`config.mk`:
```
export PLATFORM = sky130hd
export DESIGN_NAME = wb_top
export DESIGN_NICKNAME = d
export VERILOG_FILES = /design/src/logic/wb_pkg.sv /design/src/logic/wb_top.sv /design/src/logic/register_file.sv /design/src/logic/wb_retire_counter.sv /design/src/logic/wb_mem_sequencer.sv /design/src/logic/writeback.sv /design/src/logic/wb_control_store.sv
export SDC_FILE = /design/constraint.sdc
export NUM_CORES = 1
export LEC_CHECK = 0
export BUFFER_PORTS_ARGS = -buffer_cell sky130_fd_sc_hd__buf_4
export CELL_PAD_IN_SITES_DETAIL_PLACEMENT = 1
export CELL_PAD_IN_SITES_GLOBAL_PLACEMENT = 2
export CORE_MARGIN = 5
export CORE_UTILIZATION = 37
export CTS_CLUSTER_DIAMETER = 120
export DETAILED_ROUTE_END_ITERATION = 10
export PLACE_DENSITY = 0.73
export SLEW_MARGIN = 20
export SYNTH_ARGS = -nofsm -noshare
export SYNTH_HDL_FRONTEND = slang
export SYNTH_SLANG_ARGS = --single-unit
```
`constraint.sdc`:
```
create_clock -name clk -period 7 [get_ports clk]
set_input_delay 0.7 -clock clk [delete_from_list [all_inputs] [get_ports clk]]
set_output_delay 0.7 -clock clk [all_outputs]
set_load 0.02 [all_outputs]
```
`src/logic/wb_pkg.sv`:
```
// Writeback package: opcode, SR1 select and sequencer state enums, widths, counts, size codes
package wb_pkg;

   // ====================
   // Architectural widths
   // ====================
   localparam int addr_w   = 32;
   localparam int word_w   = 32;
   localparam int mm_w     = 64;
   localparam int seg_w    = 16;
   localparam int reg_id_w = 3;
   localparam int count_w  = 16;

   // Register counts
   localparam int num_gpr = 8;
   localparam int num_seg = 6;
   localparam int num_mm  = 8;

   // Data-size codes on the memory port
   localparam logic [1:0] size_8  = 2'd0;
   localparam logic [1:0] size_16 = 2'd1;
   localparam logic [1:0] size_32 = 2'd2;
   localparam logic [1:0] size_64 = 2'd3;

   // ====================
   // Encodings
   // ====================
   typedef enum logic [3:0] {
      op_alu      = 4'd0,
      op_mov_gpr  = 4'd1,
      op_xchg     = 4'd2,
      op_mov_seg  = 4'd3,
      op_ld_mm    = 4'd4,
      op_far_jmp  = 4'd5,
      op_call     = 4'd6,
      op_store    = 4'd7,
      op_store_mm = 4'd8,
      op_pushf    = 4'd9
   } wb_op_e;

   // Source of the SR1 data mux
   typedef enum logic [1:0] {
      sel_alu    = 2'd0,
      sel_sr1    = 2'd1,
      sel_neip   = 2'd2,
      sel_eflags = 2'd3
   } sr1_sel_e;

   typedef enum logic {
      mem_idle = 1'b0,
      mem_wait = 1'b1
   } mem_state_e;

endpackage
```
`src/logic/wb_top.sv`:
```
// Writeback stage top: decoder, data select, store sequencer, counters, register file
module wb_top import wb_pkg::*; (
   input  logic                clk,
   input  logic                reset,
   // Execute stage
   input  logic                in_valid,
   output logic                in_ready,
   input  wb_op_e              in_op,
   input  logic [addr_w-1:0]   in_neip,
   input  logic [seg_w-1:0]    in_ncs,
   input  logic [word_w-1:0]   in_sr1_data,
   input  logic [word_w-1:0]   in_alu_result,
   input  logic [mm_w-1:0]     in_mm_result,
   input  logic [word_w-1:0]   in_xchg_data,
   input  logic [word_w-1:0]   in_eflags,
   input  logic [addr_w-1:0]   in_mem_addr,
   input  logic [1:0]          in_size,
   input  logic [reg_id_w-1:0] in_drid1,
   input  logic [reg_id_w-1:0] in_drid2,
   // Data cache
   output logic                mem_valid,
   input  logic                mem_ready,
   output logic [addr_w-1:0]   mem_addr,
   output logic [mm_w-1:0]     mem_data,
   output logic [1:0]          mem_size,
   // Debug
   input  logic [reg_id_w-1:0] dbg_gpr_id,
   output logic [word_w-1:0]   dbg_gpr_data,
   input  logic [reg_id_w-1:0] dbg_seg_id,
   output logic [seg_w-1:0]    dbg_seg_data,
   input  logic [reg_id_w-1:0] dbg_mm_id,
   output logic [mm_w-1:0]     dbg_mm_data,
   output logic [addr_w-1:0]   dbg_eip,
   output logic [seg_w-1:0]    dbg_cs,
   output logic [count_w-1:0]  retired_count,
   output logic [count_w-1:0]  stall_count
);

   logic fire;
   logic busy;
   logic stalled;

   logic     ld_gpr1, ld_gpr2, ld_seg, ld_mm, ld_cseg, is_store;
   sr1_sel_e sr1_sel;

   logic                v_ld_gpr1, v_ld_gpr2, v_ld_seg, v_ld_mm, v_ld_eip, v_ld_cseg;
   logic [word_w-1:0]   gpr1_data, gpr2_data;
   logic [seg_w-1:0]    seg_data, cs_data;
   logic [mm_w-1:0]     mm_data;
   logic [addr_w-1:0]   eip_data;
   logic [reg_id_w-1:0] wr_id1, wr_id2;

   logic                store_req;
   logic [addr_w-1:0]   store_addr;
   logic [mm_w-1:0]     store_data;
   logic [1:0]          store_size;

   assign in_ready = ~busy;
   assign fire     = in_valid & in_ready;

   wb_control_store control_store_inst (
      .op       (in_op),
      .ld_gpr1  (ld_gpr1),
      .ld_gpr2  (ld_gpr2),
      .ld_seg   (ld_seg),
      .ld_mm    (ld_mm),
      .ld_cseg  (ld_cseg),
      .is_store (is_store),
      .sr1_sel  (sr1_sel)
   );

   writeback writeback_inst (
      .fire        (fire),
      .ld_gpr1     (ld_gpr1),
      .ld_gpr2     (ld_gpr2),
      .ld_seg      (ld_seg),
      .ld_mm       (ld_mm),
      .ld_cseg     (ld_cseg),
      .is_store    (is_store),
      .sr1_sel     (sr1_sel),
      .neip        (in_neip),
      .ncs         (in_ncs),
      .sr1_data    (in_sr1_data),
      .alu_result  (in_alu_result),
      .mm_result   (in_mm_result),
      .xchg_data   (in_xchg_data),
      .eflags      (in_eflags),
      .mem_addr_in (in_mem_addr),
      .size        (in_size),
      .drid1       (in_drid1),
      .drid2       (in_drid2),
      .v_ld_gpr1   (v_ld_gpr1),
      .v_ld_gpr2   (v_ld_gpr2),
      .v_ld_seg    (v_ld_seg),
      .v_ld_mm     (v_ld_mm),
      .v_ld_eip    (v_ld_eip),
      .v_ld_cseg   (v_ld_cseg),
      .gpr1_data   (gpr1_data),
      .gpr2_data   (gpr2_data),
      .seg_data    (seg_data),
      .mm_data     (mm_data),
      .cs_data     (cs_data),
      .eip_data    (eip_data),
      .wr_id1      (wr_id1),
      .wr_id2      (wr_id2),
      .store_req   (store_req),
      .store_addr  (store_addr),
      .store_data  (store_data),
      .store_size  (store_size)
   );

   wb_mem_sequencer mem_sequencer_inst (
      .clk        (clk),
      .reset      (reset),
      .store_req  (store_req),
      .store_addr (store_addr),
      .store_data (store_data),
      .store_size (store_size),
      .mem_ready  (mem_ready),
      .mem_valid  (mem_valid),
      .mem_addr   (mem_addr),
      .mem_data   (mem_data),
      .mem_size   (mem_size),
      .busy       (busy),
      .stalled    (stalled)
   );

   wb_retire_counter retire_counter_inst (
      .clk           (clk),
      .reset         (reset),
      .fire          (fire),
      .stalled       (stalled),
      .retired_count (retired_count),
      .stall_count   (stall_count)
   );

   register_file register_file_inst (
      .clk          (clk),
      .reset        (reset),
      .v_ld_gpr1    (v_ld_gpr1),
      .v_ld_gpr2    (v_ld_gpr2),
      .v_ld_seg     (v_ld_seg),
      .v_ld_mm      (v_ld_mm),
      .v_ld_eip     (v_ld_eip),
      .v_ld_cseg    (v_ld_cseg),
      .wr_id1       (wr_id1),
      .wr_id2       (wr_id2),
      .gpr1_data    (gpr1_data),
      .gpr2_data    (gpr2_data),
      .seg_data     (seg_data),
      .mm_data      (mm_data),
      .eip_data     (eip_data),
      .cs_data      (cs_data),
      .dbg_gpr_id   (dbg_gpr_id),
      .dbg_seg_id   (dbg_seg_id),
      .dbg_mm_id    (dbg_mm_id),
      .dbg_gpr_data (dbg_gpr_data),
      .dbg_seg_data (dbg_seg_data),
      .dbg_mm_data  (dbg_mm_data),
      .dbg_eip      (dbg_eip),
      .dbg_cs       (dbg_cs)
   );

endmodule

```
`src/logic/register_file.sv`:
```
// Architectural state: GPRs, segment, MMX, EIP and CS registers with debug reads
module register_file import wb_pkg::*; (
   input  logic                clk,
   input  logic                reset,
   input  logic                v_ld_gpr1,
   input  logic                v_ld_gpr2,
   input  logic                v_ld_seg,
   input  logic                v_ld_mm,
   input  logic                v_ld_eip,
   input  logic                v_ld_cseg,
   input  logic [reg_id_w-1:0] wr_id1,
   input  logic [reg_id_w-1:0] wr_id2,
   input  logic [word_w-1:0]   gpr1_data,
   input  logic [word_w-1:0]   gpr2_data,
   input  logic [seg_w-1:0]    seg_data,
   input  logic [mm_w-1:0]     mm_data,
   input  logic [addr_w-1:0]   eip_data,
   input  logic [seg_w-1:0]    cs_data,
   input  logic [reg_id_w-1:0] dbg_gpr_id,
   input  logic [reg_id_w-1:0] dbg_seg_id,
   input  logic [reg_id_w-1:0] dbg_mm_id,
   output logic [word_w-1:0]   dbg_gpr_data,
   output logic [seg_w-1:0]    dbg_seg_data,
   output logic [mm_w-1:0]     dbg_mm_data,
   output logic [addr_w-1:0]   dbg_eip,
   output logic [seg_w-1:0]    dbg_cs
);

   logic [word_w-1:0] gpr [num_gpr];
   logic [seg_w-1:0]  seg [num_seg];
   logic [mm_w-1:0]   mm  [num_mm];
   logic [addr_w-1:0] eip;
   logic [seg_w-1:0]  cs;

   // ====================
   // GPRs
   // ====================
   always_ff @(posedge clk) begin
      if (reset) begin
         for (int i = 0; i < num_gpr; i++)
            gpr[i] <= '0;
      end else begin
         if (v_ld_gpr1)
            gpr[wr_id1] <= gpr1_data;
         // Port 2 last, so it wins on a shared id
         if (v_ld_gpr2)
            gpr[wr_id2] <= gpr2_data;
      end
   end

   // ====================
   // Segment and MMX
   // ====================
   always_ff @(posedge clk) begin
      if (reset) begin
         for (int i = 0; i < num_seg; i++)
            seg[i] <= '0;
      end else if (v_ld_seg && wr_id1 < num_seg) begin
         seg[wr_id1] <= seg_data;
      end
   end

   always_ff @(posedge clk) begin
      if (reset) begin
         for (int i = 0; i < num_mm; i++)
            mm[i] <= '0;
      end else if (v_ld_mm) begin
         mm[wr_id1] <= mm_data;
      end
   end

   // Instruction pointer and code segment
   always_ff @(posedge clk) begin
      if (reset) begin
         eip <= '0;
         cs  <= '0;
      end else begin
         if (v_ld_eip)
            eip <= eip_data;
         if (v_ld_cseg)
            cs <= cs_data;
      end
   end

   assign dbg_gpr_data = gpr[dbg_gpr_id];
   assign dbg_seg_data = (dbg_seg_id < num_seg) ? seg[dbg_seg_id] : '0;
   assign dbg_mm_data  = mm[dbg_mm_id];
   assign dbg_eip      = eip;
   assign dbg_cs       = cs;

endmodule

```
`src/logic/wb_retire_counter.sv`:
```
// Saturating retire and stall-cycle counters
module wb_retire_counter import wb_pkg::*; (
   input  logic               clk,
   input  logic               reset,
   input  logic               fire,
   input  logic               stalled,
   output logic [count_w-1:0] retired_count,
   output logic [count_w-1:0] stall_count
);

   always_ff @(posedge clk) begin
      if (reset) begin
         retired_count <= '0;
      end else if (fire && retired_count != '1) begin
         retired_count <= retired_count + 1'b1;
      end
   end

   // Cycles spent waiting on the data cache
   always_ff @(posedge clk) begin
      if (reset) begin
         stall_count <= '0;
      end else if (stalled && stall_count != '1) begin
         stall_count <= stall_count + 1'b1;
      end
   end

endmodule

```
`src/logic/wb_mem_sequencer.sv`:
```
// Store sequencer: holds a request on the data cache port and stalls the stage
module wb_mem_sequencer import wb_pkg::*; (
   input  logic              clk,
   input  logic              reset,
   input  logic              store_req,
   input  logic [addr_w-1:0] store_addr,
   input  logic [mm_w-1:0]   store_data,
   input  logic [1:0]        store_size,
   input  logic              mem_ready,
   output logic              mem_valid,
   output logic [addr_w-1:0] mem_addr,
   output logic [mm_w-1:0]   mem_data,
   output logic [1:0]        mem_size,
   output logic              busy,
   output logic              stalled
);

   mem_state_e state;
   logic       capture;

   // A new store can only arrive when the port is free or completing
   assign capture = store_req & ((state == mem_idle) | mem_ready);

   always_ff @(posedge clk) begin
      if (reset) begin
         state <= mem_idle;
      end else begin
         case (state)
            mem_idle: begin
               if (store_req)
                  state <= mem_wait;
            end
            mem_wait: begin
               if (mem_ready && !store_req)
                  state <= mem_idle;
            end
            default: state <= mem_idle;
         endcase
      end
   end

   // Request payload
   always_ff @(posedge clk) begin
      if (capture) begin
         mem_addr <= store_addr;
         mem_data <= store_data;
         mem_size <= store_size;
      end
   end

   assign mem_valid = (state == mem_wait);
   assign stalled   = mem_valid & ~mem_ready;
   // Free again on the completing edge
   assign busy      = stalled;

endmodule

```
`src/logic/writeback.sv`:
```
// Writeback data select: SR1 mux, memory data, load enables gated by the accept strobe
module writeback import wb_pkg::*; (
   input  logic                fire,
   input  logic                ld_gpr1,
   input  logic                ld_gpr2,
   input  logic                ld_seg,
   input  logic                ld_mm,
   input  logic                ld_cseg,
   input  logic                is_store,
   input  sr1_sel_e            sr1_sel,
   input  logic [addr_w-1:0]   neip,
   input  logic [seg_w-1:0]    ncs,
   input  logic [word_w-1:0]   sr1_data,
   input  logic [word_w-1:0]   alu_result,
   input  logic [mm_w-1:0]     mm_result,
   input  logic [word_w-1:0]   xchg_data,
   input  logic [word_w-1:0]   eflags,
   input  logic [addr_w-1:0]   mem_addr_in,
   input  logic [1:0]          size,
   input  logic [reg_id_w-1:0] drid1,
   input  logic [reg_id_w-1:0] drid2,
   output logic                v_ld_gpr1,
   output logic                v_ld_gpr2,
   output logic                v_ld_seg,
   output logic                v_ld_mm,
   output logic                v_ld_eip,
   output logic                v_ld_cseg,
   output logic [word_w-1:0]   gpr1_data,
   output logic [word_w-1:0]   gpr2_data,
   output logic [seg_w-1:0]    seg_data,
   output logic [mm_w-1:0]     mm_data,
   output logic [seg_w-1:0]    cs_data,
   output logic [addr_w-1:0]   eip_data,
   output logic [reg_id_w-1:0] wr_id1,
   output logic [reg_id_w-1:0] wr_id2,
   output logic                store_req,
   output logic [addr_w-1:0]   store_addr,
   output logic [mm_w-1:0]     store_data,
   output logic [1:0]          store_size
);

   logic [word_w-1:0] sr1_mux;
   logic [word_w-1:0] mem_low;

   always_comb begin
      case (sr1_sel)
         sel_alu:    sr1_mux = alu_result;
         sel_sr1:    sr1_mux = sr1_data;
         sel_neip:   sr1_mux = neip;
         default:    sr1_mux = eflags;
      endcase
   end

   // Wide MMX store takes the low half of the MM result
   assign mem_low = (size == size_64) ? mm_result[word_w-1:0] : sr1_mux;

   assign gpr1_data = sr1_mux;
   assign gpr2_data = xchg_data;
   assign seg_data  = sr1_mux[seg_w-1:0];
   assign mm_data   = mm_result;
   assign cs_data   = ncs;
   assign eip_data  = neip;
   assign wr_id1    = drid1;
   assign wr_id2    = drid2;

   // ====================
   // Strobed enables
   // ====================
   assign v_ld_gpr1 = fire & ld_gpr1;
   assign v_ld_gpr2 = fire & ld_gpr2;
   assign v_ld_seg  = fire & ld_seg;
   assign v_ld_mm   = fire & ld_mm;
   assign v_ld_eip  = fire;
   assign v_ld_cseg = fire & ld_cseg;
   assign store_req = fire & is_store;

   assign store_addr = mem_addr_in;
   assign store_data = {mm_result[mm_w-1:word_w], mem_low};
   assign store_size = size;

endmodule

```
`src/logic/wb_control_store.sv`:
```
// Control-store decoder from writeback opcode to load enables, SR1 select and store flag
module wb_control_store import wb_pkg::*; (
   input  wb_op_e   op,
   output logic     ld_gpr1,
   output logic     ld_gpr2,
   output logic     ld_seg,
   output logic     ld_mm,
   output logic     ld_cseg,
   output logic     is_store,
   output sr1_sel_e sr1_sel
);

   always_comb begin
      ld_gpr1  = 1'b0;
      ld_gpr2  = 1'b0;
      ld_seg   = 1'b0;
      ld_mm    = 1'b0;
      ld_cseg  = 1'b0;
      is_store = 1'b0;
      sr1_sel  = sel_alu;
      case (op)
         op_alu: begin
            ld_gpr1 = 1'b1;
         end
         op_mov_gpr: begin
            ld_gpr1 = 1'b1;
            sr1_sel = sel_sr1;
         end
         op_xchg: begin
            ld_gpr1 = 1'b1;
            ld_gpr2 = 1'b1;
            sr1_sel = sel_sr1;
         end
         op_mov_seg: begin
            ld_seg  = 1'b1;
            sr1_sel = sel_sr1;
         end
         op_ld_mm: begin
            ld_mm = 1'b1;
         end
         op_far_jmp: begin
            ld_cseg = 1'b1;
         end
         // Return address goes to the destination GPR
         op_call: begin
            ld_gpr1 = 1'b1;
            sr1_sel = sel_neip;
         end
         op_store: begin
            is_store = 1'b1;
            sr1_sel  = sel_sr1;
         end
         op_store_mm: begin
            is_store = 1'b1;
         end
         op_pushf: begin
            is_store = 1'b1;
            sr1_sel  = sel_eflags;
         end
         default: begin
            ld_gpr1 = 1'b0;
         end
      endcase
   end

endmodule

```
==> impl_metrics.json <==
{
  "synth-main-ff-cell": "edfxtp_1",
  "numCtsBuffers": 118,
  "crit_arrival_ns": 4.46,
  "async_flop_share_pct": 0,
  "gp_congestion": 0.812,
  "synth_top_area_share_pct": 60.5,
  "dp.cells": 5487,
  "yosys.area_share.adder_pct": 0.0524,
  "p_total_mw": 14.8,
  "powerDensity_mw_per_mm2": 256,
  "first_pass_iters": 5,
  "routed_wl_um": 168000,
  "ant_nets": 0,
  "setup_tns_ns": 0,
  "synth-seq-area-share_pct": 63.9,
  "grt_max_degree": 129,
  "grt_usage_pct": 24.1,
  "vias": 31400,
  "ys_types": 58,
  "ys_ff_latch": 1043,
  "vias_per_cell": 5.49,
  "synth.area.top_cells": "edfxtp_1 (61%), mux4_2 (9.8%), and2_1 (6.8%)",
  "rsz0062_at_grt": "no",
  "synth_top_family_by_area": "simple AND/OR/NAND/NOR gates",
  "cts_root_buf": "clkbuf_16",
  "cts_tree": "yes",
  "ys_top_cells_by_count": "edfxtp_1 (962), and2_1 (516), nand2_1 (334)",
  "stdcell_count": 5716,
  "setup_viol": 0,
  "core_area_mm2": 0.128,
  "required_ns": 7.34,
  "syn_inst": 3454,
  "post_dp_cell_area_mm2": 0.0538,
  "setup.worst_path.end_class": "register",
  "fmax_mhz": 243,
  "die_area_mm2": 0.136,
  "path_class": "reg2reg",
  "synth_edf_count": 962,
  "status": "finished, final reports clean",
  "drc": 0,
  "die_w_um": 369,
  "initial_core_util_pct": 37.3,
  "drt_iter0_markers": 2893,
  "die_h_um": 369,
  "h-tree-depth": 3,
  "period_minus_slack_ns": 4.12,
  "vdd.ir_drop.worst_mv": 0.224,
  "cts_buffer_depth": 3,
  "cts_resized": 0,
  "grt_pass1_wl_um": 240000,
  "netlist_area_mm2": 0.0477,
  "skew_ns": 0.0456,
  "drt-wirelength-per-cell_um": 29.4,
  "syn_nets": 3753,
  "synthXorXnorAreaFrac_pct": 0.422,
  "avgSynthCellArea_um2": 13.8,
  "post-dp-hpwl_um": 108000,
  "yosys.area.top_type": "edfxtp_1",
  "holdBufCountCts": 0,
  "drv_cap": 0,
  "yosys_warnings": 0,
  "clk_pin_slew_worst_paths_ns": 0.06,
  "cellLeakagePower_nw": 21.2,
  "grt_pass1_vias": 33000,
  "relSlewSlack_pct": 22.4,
  "portBuffers": 588,
  "std_cell_rows": 131,
  "synth_compound_area_share_pct": 6.55,
  "slew_viol_final": 0,
  "worstPathMaxFanout": 65,
  "worst_pin_slew_ns": 1.16,
  "syn_to_final_growth_pct": 20.9,
  "io_pins": 589,
  "synthMuxAreaShare_pct": 12.9,
  "grt_antenna_before_repair": 25,
  "start_kind": "register",
  "fin_crit_sh_pct": 58.8,
  "cts_setup_buffers": 0,
  "grt-ovfl-total": 0,
  "yosysMostFrequentCell": "edfxtp_1",
  "synthSimpleGateAreaFrac_pct": 13.4,
  "clock-sinks": 1043,
  "hold_path_class": "in2reg",
  "nets": 4245,
  "final_area_mm2": 0.0577,
  "insertion_delay_ns": 0.73,
  "drive_above_1_share_pct": 30.3,
  "hold_violations": 0
}
through the flow:
stage               worst slack, ns  hold slack, ns  utilization, %
floorplan                     0.422           0.535               -
global placement               2.52           0.443            42.1
detailed placement             2.44           0.452            42.1
CTS                            2.82          0.0433            45.1
global route                   2.67          0.0610            45.1
finish                         2.88           0.121            45.1
cells by family after synthesis:
family / count (synthesis)
compound gates: 497
fa+ha+maj: 2
flops: 1043
buf+inv: 314
mux: 342
simple gates: 1233
xor+xnor: 23
placed cells by master, fill, tap and decap left out, types with 39 or more instances in the layout:
| cell | instances |
|---|---|
| o21ai_2 | 43 |
| mux2_2 | 98 |
| dfxtp_1 | 81 |
| a21oi_1 | 71 |
| and2_1 | 515 |
| mux4_2 | 208 |
| clkbuf_16 | 118 |
| nor2_1 | 204 |
| edfxtp_1 | 962 |
| o21ai_0 | 182 |
| o21ai_1 | 47 |
| buf_4 | 659 |
| nor2b_1 | 66 |
| nand2_1 | 331 |
| a22o_1 | 39 |
per-layer routing:
layer	global-route usage [%]	up-vias	part of all wire (%)
met5	0	-	0.097
met1	32.1	16300	42
met2	39.8	1101	48
met3	5.88	212	7.6
met4	6.44	22	2.5
li1	-	13800	-
sequential cells by signal, summed over array words and instances (netlist names):
signal,cells
register_file_inst.mm,512
register_file_inst.gpr,256
register_file_inst.seg,96
mem_sequencer_inst.mem_data,64
mem_sequencer_inst.mem_addr,32
register_file_inst.dbg_eip,32
register_file_inst.dbg_cs,16
retire_counter_inst.retired_count,16
retire_counter_inst.stall_count,16
mem_sequencer_inst.mem_size,2
mem_sequencer_inst.mem_valid,1
area by class of cell:
type | count | area (um2)
Multi-Input combinational cell | 2097 | 16100
Fill cell | 12900 | 70200
Clock inverter | 82 | 796
Clock buffer | 137 | 3030
Inverter | 23 | 86.3
Sequential cell | 1043 | 30500
Antenna cell | 9 | 22.5
Tap cell | 1662 | 2080
Timing Repair Buffer | 663 | 5030
power breakdown:
part           internal, mW  switching (mW)
logic                 0.558           0.931
clock network          3.48            2.68
registers              7.03          0.0731
total                  11.1            3.68
worst paths after layout:
kind | slack, ns | start | endpoint | cells after the start
worst max-delay path | 2.88 | mem_sequencer_inst.mem_valid | register_file_inst.mm[2][53] | 9
worst min-delay path | 0.12 | in_mem_addr[5] | mem_sequencer_inst.mem_addr[5] | 1
worst max register to register | 2.88 | mem_sequencer_inst.mem_valid | register_file_inst.mm[2][53] | 9
worst min register to register | 0.46 | register_file_inst.dbg_eip[30] | register_file_inst.dbg_eip[30] | 2
worst max-delay path, stage by stage, from the launching register on:
cell and delay [ns]:
dfxtp_1 0.31, nor2b_1 0.17, buf_4 0.22, inv_1 0.37, nand3_1 0.20, buf_4 0.28, nor3_2 0.20, buf_4 0.66
or2_4 0.72, buf_4 0.53
No activity file was read; power rests on OpenSTA's default activity.
